--- src/design/csr_pkg.sv ---
package csr_pkg;

    typedef logic [31:0] xlen_t;     // One CSR data word
    typedef logic [11:0] csr_addr_t;

    // Access port commands
    typedef enum logic [3:0] {
        cmd_none       = 4'd0,
        cmd_read       = 4'd1,
        cmd_write      = 4'd2,
        cmd_read_write = 4'd3,
        cmd_read_set   = 4'd4,  // Read, then OR in the write data
        cmd_read_clear = 4'd5   // Read, then clear the write data bits
    } csr_cmd_t;

    // Machine information, read only space
    localparam csr_addr_t addr_mvendorid = 12'hF11;
    localparam csr_addr_t addr_marchid   = 12'hF12;
    localparam csr_addr_t addr_mimpid    = 12'hF13;
    localparam csr_addr_t addr_mhartid   = 12'hF14;

    // Machine trap setup
    localparam csr_addr_t addr_mstatus   = 12'h300;
    localparam csr_addr_t addr_misa      = 12'h301;
    localparam csr_addr_t addr_mie       = 12'h304;
    localparam csr_addr_t addr_mtvec     = 12'h305;

    // Machine trap handling
    localparam csr_addr_t addr_mscratch  = 12'h340;
    localparam csr_addr_t addr_mepc      = 12'h341;
    localparam csr_addr_t addr_mcause    = 12'h342;
    localparam csr_addr_t addr_mtval     = 12'h343;
    localparam csr_addr_t addr_mip       = 12'h344;

    // Counters, split into halves
    localparam csr_addr_t addr_mcycle    = 12'hB00;
    localparam csr_addr_t addr_minstret  = 12'hB02;
    localparam csr_addr_t addr_mcycleh   = 12'hB80;
    localparam csr_addr_t addr_minstreth = 12'hB82;

    // MSTATUS fields
    localparam int unsigned mie_bit  = 3;
    localparam int unsigned mpie_bit = 7;
    localparam int unsigned mpp_lsb  = 11;
    localparam logic [1:0]  mpp_machine = 2'b11; // Only machine mode exists

    // MIE and MIP bit positions
    localparam int unsigned msi_bit = 3;
    localparam int unsigned mti_bit = 7;
    localparam int unsigned mei_bit = 11;

    // MXL = 32 bit, extensions U, S, M and I; the A bit is ORed in at run time
    localparam xlen_t misa_fixed = 32'h4014_1100;

    // MTVEC and MEPC need these low bits clear
    localparam int unsigned align_mask_bits = 2;

    // Value of every writable register after reset
    localparam xlen_t reset_word = 32'h0000_0000;

endpackage

--- src/design/csr_access.sv ---
`timescale 1ns/1ns

module csr_access (
    input  csr_pkg::csr_cmd_t  csr_cmd,
    input  csr_pkg::csr_addr_t csr_address,
    input  csr_pkg::xlen_t     csr_writedata,

    input  logic               hit_regs,
    input  logic               hit_cycle,
    input  logic               hit_instret,
    input  logic               hit_irq,

    input  csr_pkg::xlen_t     rdata_regs,
    input  csr_pkg::xlen_t     rdata_cycle,
    input  csr_pkg::xlen_t     rdata_instret,
    input  csr_pkg::xlen_t     rdata_irq,

    output csr_pkg::xlen_t     csr_readdata,
    output logic               csr_invalid,
    output logic               write_en,
    output csr_pkg::xlen_t     wdata
);

    logic read_op;
    logic write_op;
    logic any_hit;
    logic ro_write;

    // Command decode
    always_comb begin
        read_op  = 1'b0;
        write_op = 1'b0;
        case (csr_cmd)
            csr_pkg::cmd_read: begin
                read_op = 1'b1;
            end
            csr_pkg::cmd_write: begin
                write_op = 1'b1;
            end
            csr_pkg::cmd_read_write,
            csr_pkg::cmd_read_set,
            csr_pkg::cmd_read_clear: begin
                read_op  = 1'b1;
                write_op = 1'b1;
            end
            default: begin
                read_op  = 1'b0;
                write_op = 1'b0;
            end
        endcase
    end

    // Unaddressed blocks return zero, so an OR is enough
    assign csr_readdata = rdata_regs | rdata_cycle | rdata_instret | rdata_irq;

    assign any_hit  = hit_regs | hit_cycle | hit_instret | hit_irq;
    assign ro_write = write_op && (csr_address[11:10] == 2'b11); // Read-only space

    assign csr_invalid = ((read_op || write_op) && !any_hit) || ro_write;
    assign write_en    = write_op && !csr_invalid;

    // Read-modify-write data for set and clear
    always_comb begin
        case (csr_cmd)
            csr_pkg::cmd_write,
            csr_pkg::cmd_read_write: wdata = csr_writedata;
            csr_pkg::cmd_read_set:   wdata = csr_readdata | csr_writedata;
            csr_pkg::cmd_read_clear: wdata = csr_readdata & ~csr_writedata;
            default:                 wdata = '0;
        endcase
    end

    // Register blocks decode disjoint address sets
    always_comb begin
        assert final (csr_cmd != csr_pkg::cmd_none || !csr_invalid)
            else $error("csr_invalid raised without a command");
        assert final ($onehot0({hit_regs, hit_cycle, hit_instret, hit_irq}))
            else $error("more than one register block claims address %h", csr_address);
    end

endmodule

--- src/design/csr_machine_regs.sv ---
`timescale 1ns/1ns

module csr_machine_regs #(
    parameter csr_pkg::xlen_t mvendorid = 32'h0A1A_A1E0,
    parameter csr_pkg::xlen_t marchid   = 32'h0000_0001,
    parameter csr_pkg::xlen_t mimpid    = 32'h0000_0001,
    parameter csr_pkg::xlen_t mhartid   = 32'h0000_0000
) (
    input  logic               clk,
    input  logic               rst_n,
    input  csr_pkg::csr_addr_t csr_address,
    input  logic               write_en,
    input  csr_pkg::xlen_t     wdata,
    output logic               hit,
    output csr_pkg::xlen_t     rdata,
    output logic               mstatus_mie
);

    logic           mstatus_mpie;
    logic           misa_atomic;  // Scratch bit, lets machine code emulate A
    csr_pkg::xlen_t mtvec;
    csr_pkg::xlen_t mepc;
    csr_pkg::xlen_t mscratch;
    csr_pkg::xlen_t mcause;
    csr_pkg::xlen_t mtval;
    csr_pkg::xlen_t mstatus_word;
    logic           wdata_aligned;

    assign wdata_aligned = (wdata[csr_pkg::align_mask_bits-1:0] == '0);

    // MPP is hardwired to machine
    always_comb begin
        mstatus_word = '0;
        mstatus_word[csr_pkg::mie_bit]      = mstatus_mie;
        mstatus_word[csr_pkg::mpie_bit]     = mstatus_mpie;
        mstatus_word[csr_pkg::mpp_lsb +: 2] = csr_pkg::mpp_machine;
    end

    always_ff @(posedge clk) begin
        if (!rst_n) begin
            mstatus_mie  <= 1'b0;
            mstatus_mpie <= 1'b0;
            misa_atomic  <= 1'b0;
            mtvec        <= csr_pkg::reset_word;
            mepc         <= csr_pkg::reset_word;
            mscratch     <= csr_pkg::reset_word;
            mcause       <= csr_pkg::reset_word;
            mtval        <= csr_pkg::reset_word;
        end else if (write_en) begin
            case (csr_address)
                csr_pkg::addr_mstatus: begin
                    mstatus_mie  <= wdata[csr_pkg::mie_bit];
                    mstatus_mpie <= wdata[csr_pkg::mpie_bit];
                end
                csr_pkg::addr_misa: begin
                    misa_atomic <= wdata[0];
                end
                csr_pkg::addr_mtvec: begin
                    if (wdata_aligned)
                        mtvec <= wdata;
                end
                csr_pkg::addr_mepc: begin
                    if (wdata_aligned)
                        mepc <= wdata;
                end
                csr_pkg::addr_mscratch: mscratch <= wdata;
                csr_pkg::addr_mcause:   mcause   <= wdata;
                csr_pkg::addr_mtval:    mtval    <= wdata;
                default: begin
                end
            endcase
        end
    end

    // Read mux and hit decode
    always_comb begin
        hit   = 1'b1;
        rdata = '0;
        case (csr_address)
            csr_pkg::addr_mvendorid: rdata = mvendorid;
            csr_pkg::addr_marchid:   rdata = marchid;
            csr_pkg::addr_mimpid:    rdata = mimpid;
            csr_pkg::addr_mhartid:   rdata = mhartid;
            csr_pkg::addr_mstatus:   rdata = mstatus_word;
            csr_pkg::addr_misa:      rdata = csr_pkg::misa_fixed | {31'b0, misa_atomic};
            csr_pkg::addr_mtvec:     rdata = mtvec;
            csr_pkg::addr_mepc:      rdata = mepc;
            csr_pkg::addr_mscratch:  rdata = mscratch;
            csr_pkg::addr_mcause:    rdata = mcause;
            csr_pkg::addr_mtval:     rdata = mtval;
            default: begin
                hit   = 1'b0;
                rdata = '0;
            end
        endcase
    end

endmodule

--- src/design/csr_counter.sv ---
`timescale 1ns/1ns

module csr_counter #(
    parameter csr_pkg::csr_addr_t addr_lo = csr_pkg::addr_mcycle,
    parameter csr_pkg::csr_addr_t addr_hi = csr_pkg::addr_mcycleh
) (
    input  logic               clk,
    input  logic               rst_n,
    input  logic               incr,
    input  csr_pkg::csr_addr_t csr_address,
    input  logic               write_en,
    input  csr_pkg::xlen_t     wdata,
    output logic               hit,
    output csr_pkg::xlen_t     rdata
);

    logic [63:0] count;
    logic [63:0] count_inc;
    logic        sel_lo;
    logic        sel_hi;

    assign sel_lo = (csr_address == addr_lo);
    assign sel_hi = (csr_address == addr_hi);
    assign hit    = sel_lo | sel_hi;

    assign count_inc = count + {63'b0, incr}; // Carry runs into the high half

    // A half write overrides only that half of the incremented value
    always_ff @(posedge clk) begin
        if (!rst_n) begin
            count <= '0;
        end else begin
            count <= count_inc;
            if (write_en && sel_lo)
                count[31:0] <= wdata;
            if (write_en && sel_hi)
                count[63:32] <= wdata;
        end
    end

    always_comb begin
        if (sel_lo)
            rdata = count[31:0];
        else if (sel_hi)
            rdata = count[63:32];
        else
            rdata = '0;
    end

    assert property (@(posedge clk) disable iff (!rst_n)
        $past(rst_n) && !$past(write_en && hit) |-> count >= $past(count))
        else $error("counter at %h/%h went backwards", addr_hi, addr_lo);

endmodule

--- src/design/csr_irq_ctrl.sv ---
`timescale 1ns/1ns

module csr_irq_ctrl (
    input  logic               clk,
    input  logic               rst_n,
    input  csr_pkg::csr_addr_t csr_address,
    input  logic               write_en,
    input  csr_pkg::xlen_t     wdata,
    input  logic               mstatus_mie,
    input  logic               irq_timer_i,
    input  logic               irq_exti_i,
    input  logic               irq_swi_i,
    output logic               hit,
    output csr_pkg::xlen_t     rdata,
    output logic               irq_timer_en,
    output logic               irq_exti_en,
    output logic               irq_swi_en,
    output logic               timer_pending,
    output logic               exti_pending,
    output logic               swi_pending
);

    logic mie_msie;
    logic mie_mtie;
    logic mie_meie;
    logic mip_msip;
    logic mip_mtip;
    logic mip_meip;
    logic sel_mie;
    logic sel_mip;

    assign sel_mie = (csr_address == csr_pkg::addr_mie);
    assign sel_mip = (csr_address == csr_pkg::addr_mip);
    assign hit     = sel_mie | sel_mip;

    always_ff @(posedge clk) begin
        if (!rst_n) begin
            mie_msie <= 1'b0;
            mie_mtie <= 1'b0;
            mie_meie <= 1'b0;
            mip_msip <= 1'b0;
            mip_mtip <= 1'b0;
            mip_meip <= 1'b0;
        end else begin
            mip_msip <= irq_swi_i;   // MIP tracks the lines, writes are dropped
            mip_mtip <= irq_timer_i;
            mip_meip <= irq_exti_i;
            if (write_en && sel_mie) begin
                mie_msie <= wdata[csr_pkg::msi_bit];
                mie_mtie <= wdata[csr_pkg::mti_bit];
                mie_meie <= wdata[csr_pkg::mei_bit];
            end
        end
    end

    always_comb begin
        rdata = '0;
        if (sel_mie) begin
            rdata[csr_pkg::msi_bit] = mie_msie;
            rdata[csr_pkg::mti_bit] = mie_mtie;
            rdata[csr_pkg::mei_bit] = mie_meie;
        end else if (sel_mip) begin
            rdata[csr_pkg::msi_bit] = mip_msip;
            rdata[csr_pkg::mti_bit] = mip_mtip;
            rdata[csr_pkg::mei_bit] = mip_meip;
        end
    end

    // Global enable gates each source
    assign irq_timer_en = mstatus_mie & mie_mtie;
    assign irq_exti_en  = mstatus_mie & mie_meie;
    assign irq_swi_en   = mstatus_mie & mie_msie;

    assign timer_pending = irq_timer_en & mip_mtip;
    assign exti_pending  = irq_exti_en & mip_meip;
    assign swi_pending   = irq_swi_en & mip_msip;

    // Pending needs the enable now and the line one cycle back
    assert property (@(posedge clk) disable iff (!rst_n)
        timer_pending |-> irq_timer_en && $past(irq_timer_i));
    assert property (@(posedge clk) disable iff (!rst_n)
        exti_pending |-> irq_exti_en && $past(irq_exti_i));
    assert property (@(posedge clk) disable iff (!rst_n)
        swi_pending |-> irq_swi_en && $past(irq_swi_i));

endmodule

--- src/design/csr_file.sv ---
`timescale 1ns/1ns

module csr_file #(
    parameter csr_pkg::xlen_t mvendorid = 32'h0A1A_A1E0,
    parameter csr_pkg::xlen_t marchid   = 32'h0000_0001,
    parameter csr_pkg::xlen_t mimpid    = 32'h0000_0001,
    parameter csr_pkg::xlen_t mhartid   = 32'h0000_0000
) (
    input  logic               clk,
    input  logic               rst_n,

    input  csr_pkg::csr_cmd_t  csr_cmd,
    input  csr_pkg::csr_addr_t csr_address,
    input  csr_pkg::xlen_t     csr_writedata,
    output csr_pkg::xlen_t     csr_readdata,
    output logic               csr_invalid,

    input  logic               instret_incr,

    input  logic               irq_timer_i,
    input  logic               irq_exti_i,
    input  logic               irq_swi_i,
    output logic               irq_timer_en,
    output logic               irq_exti_en,
    output logic               irq_swi_en,
    output logic               timer_pending,
    output logic               exti_pending,
    output logic               swi_pending
);

    logic           write_en;
    csr_pkg::xlen_t wdata;
    logic           mstatus_mie;

    logic           hit_regs;
    logic           hit_cycle;
    logic           hit_instret;
    logic           hit_irq;
    csr_pkg::xlen_t rdata_regs;
    csr_pkg::xlen_t rdata_cycle;
    csr_pkg::xlen_t rdata_instret;
    csr_pkg::xlen_t rdata_irq;

    csr_access i_access (
        .csr_cmd       (csr_cmd),
        .csr_address   (csr_address),
        .csr_writedata (csr_writedata),
        .hit_regs      (hit_regs),
        .hit_cycle     (hit_cycle),
        .hit_instret   (hit_instret),
        .hit_irq       (hit_irq),
        .rdata_regs    (rdata_regs),
        .rdata_cycle   (rdata_cycle),
        .rdata_instret (rdata_instret),
        .rdata_irq     (rdata_irq),
        .csr_readdata  (csr_readdata),
        .csr_invalid   (csr_invalid),
        .write_en      (write_en),
        .wdata         (wdata)
    );

    csr_machine_regs #(
        .mvendorid (mvendorid),
        .marchid   (marchid),
        .mimpid    (mimpid),
        .mhartid   (mhartid)
    ) i_machine_regs (
        .clk         (clk),
        .rst_n       (rst_n),
        .csr_address (csr_address),
        .write_en    (write_en),
        .wdata       (wdata),
        .hit         (hit_regs),
        .rdata       (rdata_regs),
        .mstatus_mie (mstatus_mie)
    );

    // Cycle counter runs every clock
    csr_counter #(
        .addr_lo (csr_pkg::addr_mcycle),
        .addr_hi (csr_pkg::addr_mcycleh)
    ) i_cycle (
        .clk         (clk),
        .rst_n       (rst_n),
        .incr        (1'b1),
        .csr_address (csr_address),
        .write_en    (write_en),
        .wdata       (wdata),
        .hit         (hit_cycle),
        .rdata       (rdata_cycle)
    );

    csr_counter #(
        .addr_lo (csr_pkg::addr_minstret),
        .addr_hi (csr_pkg::addr_minstreth)
    ) i_instret (
        .clk         (clk),
        .rst_n       (rst_n),
        .incr        (instret_incr),
        .csr_address (csr_address),
        .write_en    (write_en),
        .wdata       (wdata),
        .hit         (hit_instret),
        .rdata       (rdata_instret)
    );

    csr_irq_ctrl i_irq_ctrl (
        .clk           (clk),
        .rst_n         (rst_n),
        .csr_address   (csr_address),
        .write_en      (write_en),
        .wdata         (wdata),
        .mstatus_mie   (mstatus_mie),
        .irq_timer_i   (irq_timer_i),
        .irq_exti_i    (irq_exti_i),
        .irq_swi_i     (irq_swi_i),
        .hit           (hit_irq),
        .rdata         (rdata_irq),
        .irq_timer_en  (irq_timer_en),
        .irq_exti_en   (irq_exti_en),
        .irq_swi_en    (irq_swi_en),
        .timer_pending (timer_pending),
        .exti_pending  (exti_pending),
        .swi_pending   (swi_pending)
    );

endmodule

--- config.mk ---
export PLATFORM = sky130hd
export DESIGN_NAME = csr_file
export DESIGN_NICKNAME = d
export VERILOG_FILES = /design/src/design/csr_pkg.sv /design/src/design/csr_access.sv /design/src/design/csr_machine_regs.sv /design/src/design/csr_counter.sv /design/src/design/csr_irq_ctrl.sv /design/src/design/csr_file.sv
export SDC_FILE = /design/constraint.sdc
export NUM_CORES = 1
export LEC_CHECK = 0
export BUFFER_PORTS_ARGS = -buffer_cell sky130_fd_sc_hd__buf_2
export CELL_PAD_IN_SITES_DETAIL_PLACEMENT = 1
export CELL_PAD_IN_SITES_GLOBAL_PLACEMENT = 1
export CORE_AREA = 2 2 201 203
export CTS_CLUSTER_SIZE = 12
export DETAILED_ROUTE_END_ITERATION = 16
export DIE_AREA = 0 0 203 205
export GPL_ROUTABILITY_DRIVEN = 0
export MAX_ROUTING_LAYER = met4
export PLACE_DENSITY = 0.84
export RECOVER_POWER = 50
export SKIP_CTS_REPAIR_TIMING = 1
export SLEW_MARGIN = 20
export SYNTH_ARGS = -nofsm -noshare
export SYNTH_HDL_FRONTEND = slang
export SYNTH_SLANG_ARGS = --single-unit
--- constraint.sdc ---
create_clock -name clk -period 2.45 [get_ports clk]
set_input_delay 0.245 -clock clk [delete_from_list [all_inputs] [get_ports clk]]
set_output_delay 0.245 -clock clk [all_outputs]
set_load 0.02 [all_outputs]
==> results by group, run 1 <==
Run status
  – Result of the run: aborted with a tool error
  – Halt Stage: global routing
  – Tool error: [ERROR GRT-0232] Routing congestion too high. Check the congestion heatmap in the GUI.

Die
  – Starting Density: between 40% and 50%
  – Top Ports: just over 90
  – DIE HEIGHT: 205 um
  – Die W: 203 um
  – Row cnt: 73

Logic synthesis
  – Main synth FF type: dfxtp_1
  – Post-synthesis adder-cell area fraction: 0.223%
  – Post-Synthesis Cells: 1,994
  – Netlist cell types: 83
  – Share of the synthesized area in the top cell type: approximately a third
  – Post-Syn Area: about 17,000 um2
  – Post-synth ARST share: 0%
  – Synth area leaders: dfxtp_1, a211oi_1, mux2i_1, nor2_1, xnor2_1
  – Syn_nets: 2,051
  – Complex-gate fraction of the synthesized area: 23.6%
  – Synth area leader: dfxtp_1
  – Register area share after synthesis: 35.3%
  – Mux contribution to synthesized area: 5.36%
  – Post-synthesis xor/xnor area fraction: ~6%
  – Mapped Avg Cell Area: 8.45 um2
  – EDFF count, synth: 0
  – Ys Warns: 0
  – Post-synthesis simple-gate area fraction: between 20% and 30%
  – #FFs+latches synth: 297
  – Largest family of logic cells by synthesized area: simple AND/OR/NAND/NOR gates

GRT
  – Largest net degree at the start of global routing: 74
  – Total gr overflow: 155
  – Tot GR Track Use: ~83%
  – Antenna violations before repair: 20

Clock tree
  – TritonCTS Buffers: 36
  – Max Root-Sink Buffers: 3
  – CTS HTree Levels: 2
  – Clock sinks: just under 300
  – Clk root buf: clkbuf_16

Placed design
  – Port Buf Inserts: 92
  – HPWL reported at the end of detailed placement: 66.0 mm

Timing
  – GR repair worst EP: i_machine_regs.mtvec[14]$_SDFFE_PN0P_/D
  – Worst EP Category: register input
==> synthesized netlist by cell type, types with 7 or more instances <==
master and count:
mux2i_1 79, nor2_1 201, dfxtp_1 297, buf_2 28, nor4_1 31, nor4b_1 7, o31ai_1 29, or3_1 19
a221oi_1 10, a311oi_2 15, mux2_2 8, and2_1 32, inv_1 27, and4_1 30, nand2_1 130, xnor2_1 72
clkbuf_1 120, a211oi_1 195, and3_1 19, a22oi_1 49, buf_1 22, nand4_1 59, a21oi_1 44, xor2_1 42
a22o_1 34, nor3_1 105, o311a_1 7, a222oi_1 8, nand3_1 69, o21ai_0 53
==> stage by stage <==
step / cells / setup WS, ns / cell area (um2) / hold slack, ns / setup TNS, ns
global placement: 2847 / -0.681 / 21000 / 0.442 / -65.77
floorplan: 1994 / -0.154 / 17000 / 0.372 / -5.41
detailed placement: 2847 / -0.823 / 21000 / 0.460 / -107.31
CTS: 2908 / -0.827 / 22100 / -0.0687 / -28.09
==> metal layers <==
layer | GRT overflow | global-route usage, %
met4 | 76 | 80.4
met1 | 4 | 79.8
met3 | 9 | 73.7
met5 | - | -
met2 | 66 | 94.2
==> logic make-up after synthesis <==
group	after synthesis
adder cells (fa/ha/maj)	3
AND/OR/NAND/NOR	770
XOR/XNOR	114
buffers and inverters	208
flip-flops	297
AO/OA/AOI/OAI	514
multiplexers	88
==> run 2: changes to the inputs <==
Settings changed: CELL_PAD_IN_SITES_DETAIL_PLACEMENT 1 to not set, CELL_PAD_IN_SITES_GLOBAL_PLACEMENT 1 to not set, CORE_AREA 2 2 201 203 to 2 2 209 211, CTS_CLUSTER_SIZE 12 to not set, DIE_AREA 0 0 203 205 to 0 0 211 213, MAX_ROUTING_LAYER met4 to not set, PLACE_DENSITY 0.84 to not set, PLACE_DENSITY_LB_ADDON set to 0.15.
Clock period 2.45 ns to 3.2 ns, I/O delays scaled along.
==> run 2 against run 1 <==
Compared with the run above: the flow now finishes, with violations (capacitance limit, slew limit); synthesized area did not move; synthesized cell count stayed put.
==> results by group, run 2 <==
Route
  – Met3 routed WL: around 7.9 mm
  – DRT antenna net count: 0
  – Wirelength per Cell: 28.0 um
  – Met1 wire length: between 30 and 40 mm
  – Top layer in use: met4
  – Total wire length: 74.9 mm
  – First-pass detailed-route iteration total: 7
  – Routed met2 length: between 30 and 40 mm
  – Routed vias/inst: approximately 6.5
  – Drt drc: 0
  – Vias: 17,500
  – DRT iter0 DRCs: 2,003

Logic synthesis
  – Netlist cell types: 83 (unchanged)
  – Share of the synthesized area in the top cell type: 35.3% (unchanged)
  – Register area share after synthesis: 35.3% (unchanged)
  – Post-Syn Area: 16,800 um2 (unchanged)
  – #FFs+latches synth: 297 (unchanged)
  – Post-synth ARST share: 0% (unchanged)
  – Synth top cells by count: dfxtp_1, nor2_1, a211oi_1, nand2_1, clkbuf_1
  – EDFF count, synth: 0 (unchanged)
  – Mapped Avg Cell Area: 8.45 um2 (unchanged)
  – Most frequent cell after synthesis: dfxtp_1
  – Ys Warns: 0 (unchanged)
  – Synth area leaders: dfxtp_1, a211oi_1, mux2i_1, nor2_1, xnor2_1
  – Post-Synthesis Cells: 1,994 (unchanged)
  – Synth area leader: dfxtp_1
  – Main synth FF type: dfxtp_1
  – Syn_nets: 2,051 (unchanged)

Die
  – Row cnt: 76 (+4.1%)
  – DIE AREA: 44,900 um2
  – DIE HEIGHT: 213 um (+3.9%)
  – Core area: 42,700 um2
  – Starting Density: 39.5% (-3.3 points)
  – Top Ports: 93 (unchanged)
  – Die W: 211 um (+3.9%)

Timing
  – RSZ-0062 raised after global routing: no
  – Slew headroom: -19.8%
  – Fin. Hold Viols: 0
  – Period minus WS final: 3.12 ns
  – Hold_ws: 0.170 ns
  – Final setup viols: 0
  – Final period utilization: 97.5%
  – Setup TNS: 0 ns
  – Setup Skew: 0.0132 ns
  – Max-slew violations: 34
  – Max Freq: approximately 320 MHz
  – Least-Margin Pin Slew: 1.80 ns

Finish
  – Post-Layout Cell Count: 2,678
  – Most frequent cells in the layout: dfxtp_1, nor2_1, a211oi_1
  – Cell area after layout: 19,900 um2
  – Area Overhead vs Synth: 18.4%
  – Nets: 2,161
  – Most common cell after layout, fill and taps aside: dfxtp_1
  – Biggest regs: i_cycle.count (64), i_instret.count (64)
  – Filler cells: roughly 4,200
  – Layout cells sized above 1: 17.3%

GRT
  – Total gr overflow: 0
  – Antenna violations before repair: 1
  – Vias in the first global route: between 15,000 and 20,000
  – First-pass GRT wire length: 109 mm
  – Tot GR Track Use: between 30% and 40%
  – Largest net degree at the start of global routing: 73

Worst setup path
  – Crit start category: primary input
  – Most frequent CP cell: buf_2
  – R2R depth: 6
  – Critical path endpoint category: output port
  – CP Capture Point: csr_readdata[3]
  – Worst-path fanout max: 17
  – FF-to-FF setup slack: approximately 0.20 ns
  – RR Endpoint: i_cycle.count[50]
  – Critical path origin: csr_address[6]
  – CP cell instances: buf_2 > or4b_2 > nor2_1 > buf_4 > o21ai_0 > nand3_1 > buf_2
  – WP data arrival: roughly 2.8 ns
  – Reg2reg start: i_cycle.count[0]
  – Slowest stage delay, CP: 0.76 ns
  – Critical path's slowest cell: or4b_2
  – CP required: 2.88 ns
  – CP Class: in -> out

Clock tree
  – Clk root buf: clkbuf_16
  – Clk_lat worst skew: 0.56 ns
  – Clock sinks: 297 (unchanged)
  – CTS tree: done
  – CTS clk-pin slew, worst paths: 0.06 ns
  – Max Root-Sink Buffers: 3 (unchanged)
  – TritonCTS Buffers: 37 (+2.8%)
  – CTS HTree Levels: 2 (unchanged)

Placed design
  – Port Buf Inserts: 92 (unchanged)
  – Placed Area: 18,700 um2 (-11%)
  – Dpl cells: 2,608 (-8.4%)
  – HPWL reported at the end of detailed placement: 53.2 mm (-19%)

Job
  – Max Cap Viol: 1

Run status
  – Failing checks: capacitance limit, slew limit
  – Result of the run: finished with violations

Pwr
  – P_leak: 6.96 nW
  – Pwr Density: between 400 and 500 nW/um2
  – Maximum vdd drop: 0.353 mV

Min path
  – Hold crit path type: in -> reg
-- run 2: cells by family (layout without fill, tap and decap cells) --
group,count (synthesis),after routing,synth area share [%]
AO/OA/AOI/OAI,514,514,23.6
XOR/XNOR,114,114,5.93
adder cells (fa/ha/maj),3,3,0.223
buffers and inverters,208,345,5.22
flip-flops,297,297,35.3
multiplexers,88,88,5.36
other,0,1,0
AND/OR/NAND/NOR,770,770,24.3
-- run 2: critical path: cells and delay by family --
family	cells	cell delay, ns
AO/OA/AOI/OAI	1	0.16
buffers and inverters	3	0.81
AND/OR/NAND/NOR	3	1.51
-- run 2: power breakdown --
| part | switching [mW] | leakage (nW) | internal, mW |
|---|---|---|---|
| Clock | 1.72 | 0.608 | 2.60 |
| Sequential | 0.00832 | 2.39 | 3.71 |
| Combinational | 0.364 | 3.95 | 0.145 |
-- run 2: cell type report --
cell class	count	area, um2	share of cell area, %
clock inverters	9	101	0.508
diodes	1	2.50	0.0125
multi-input cells	1489	10100	50.7
inverters	27	101	0.508
repair buffers	252	1860	9.33
flip-flops and latches	297	5950	29.8
well taps	546	683	3.42
clock buffers	57	1130	5.68
-- run 2: how the worst min path moves through the flow --
stage / from / endpoint / slack [ns] / depth (start not counted)
finish: csr_writedata[23] / i_instret.count[23] / 0.17 / 4
global route: csr_writedata[23] / i_instret.count[23] / 0.19 / 4
CTS: irq_swi_i / i_irq_ctrl.mip_msip / -0.04 / 2
floorplan: i_machine_regs.mepc[7] / i_machine_regs.mepc[7] / 0.43 / 2
detailed placement: i_machine_regs.mepc[9] / i_machine_regs.mepc[9] / 0.45 / 2
global placement: i_machine_regs.mepc[20] / i_machine_regs.mepc[20] / 0.44 / 2
-- run 2: per-stage QoR --
step                      worst slack, ns  power [mW]  util [%]
after floorplan                     0.423        4.05         -
final                              0.0807        8.54      46.7
after detailed placement           -0.240        4.29      43.9
after CTS                          -0.222        8.57      46.8
after global routing               0.0466        8.74      46.7
after global placement             -0.197        4.28      43.9
-- run 2: routing by layer --
layer,vias up,global-route usage (%)
li1,7784,-
met2,990,48.7
met4,0,15.5
met1,8447,45.1
met5,-,0
met3,235,7.09
Note: power is estimated with default switching activity, not from simulation.
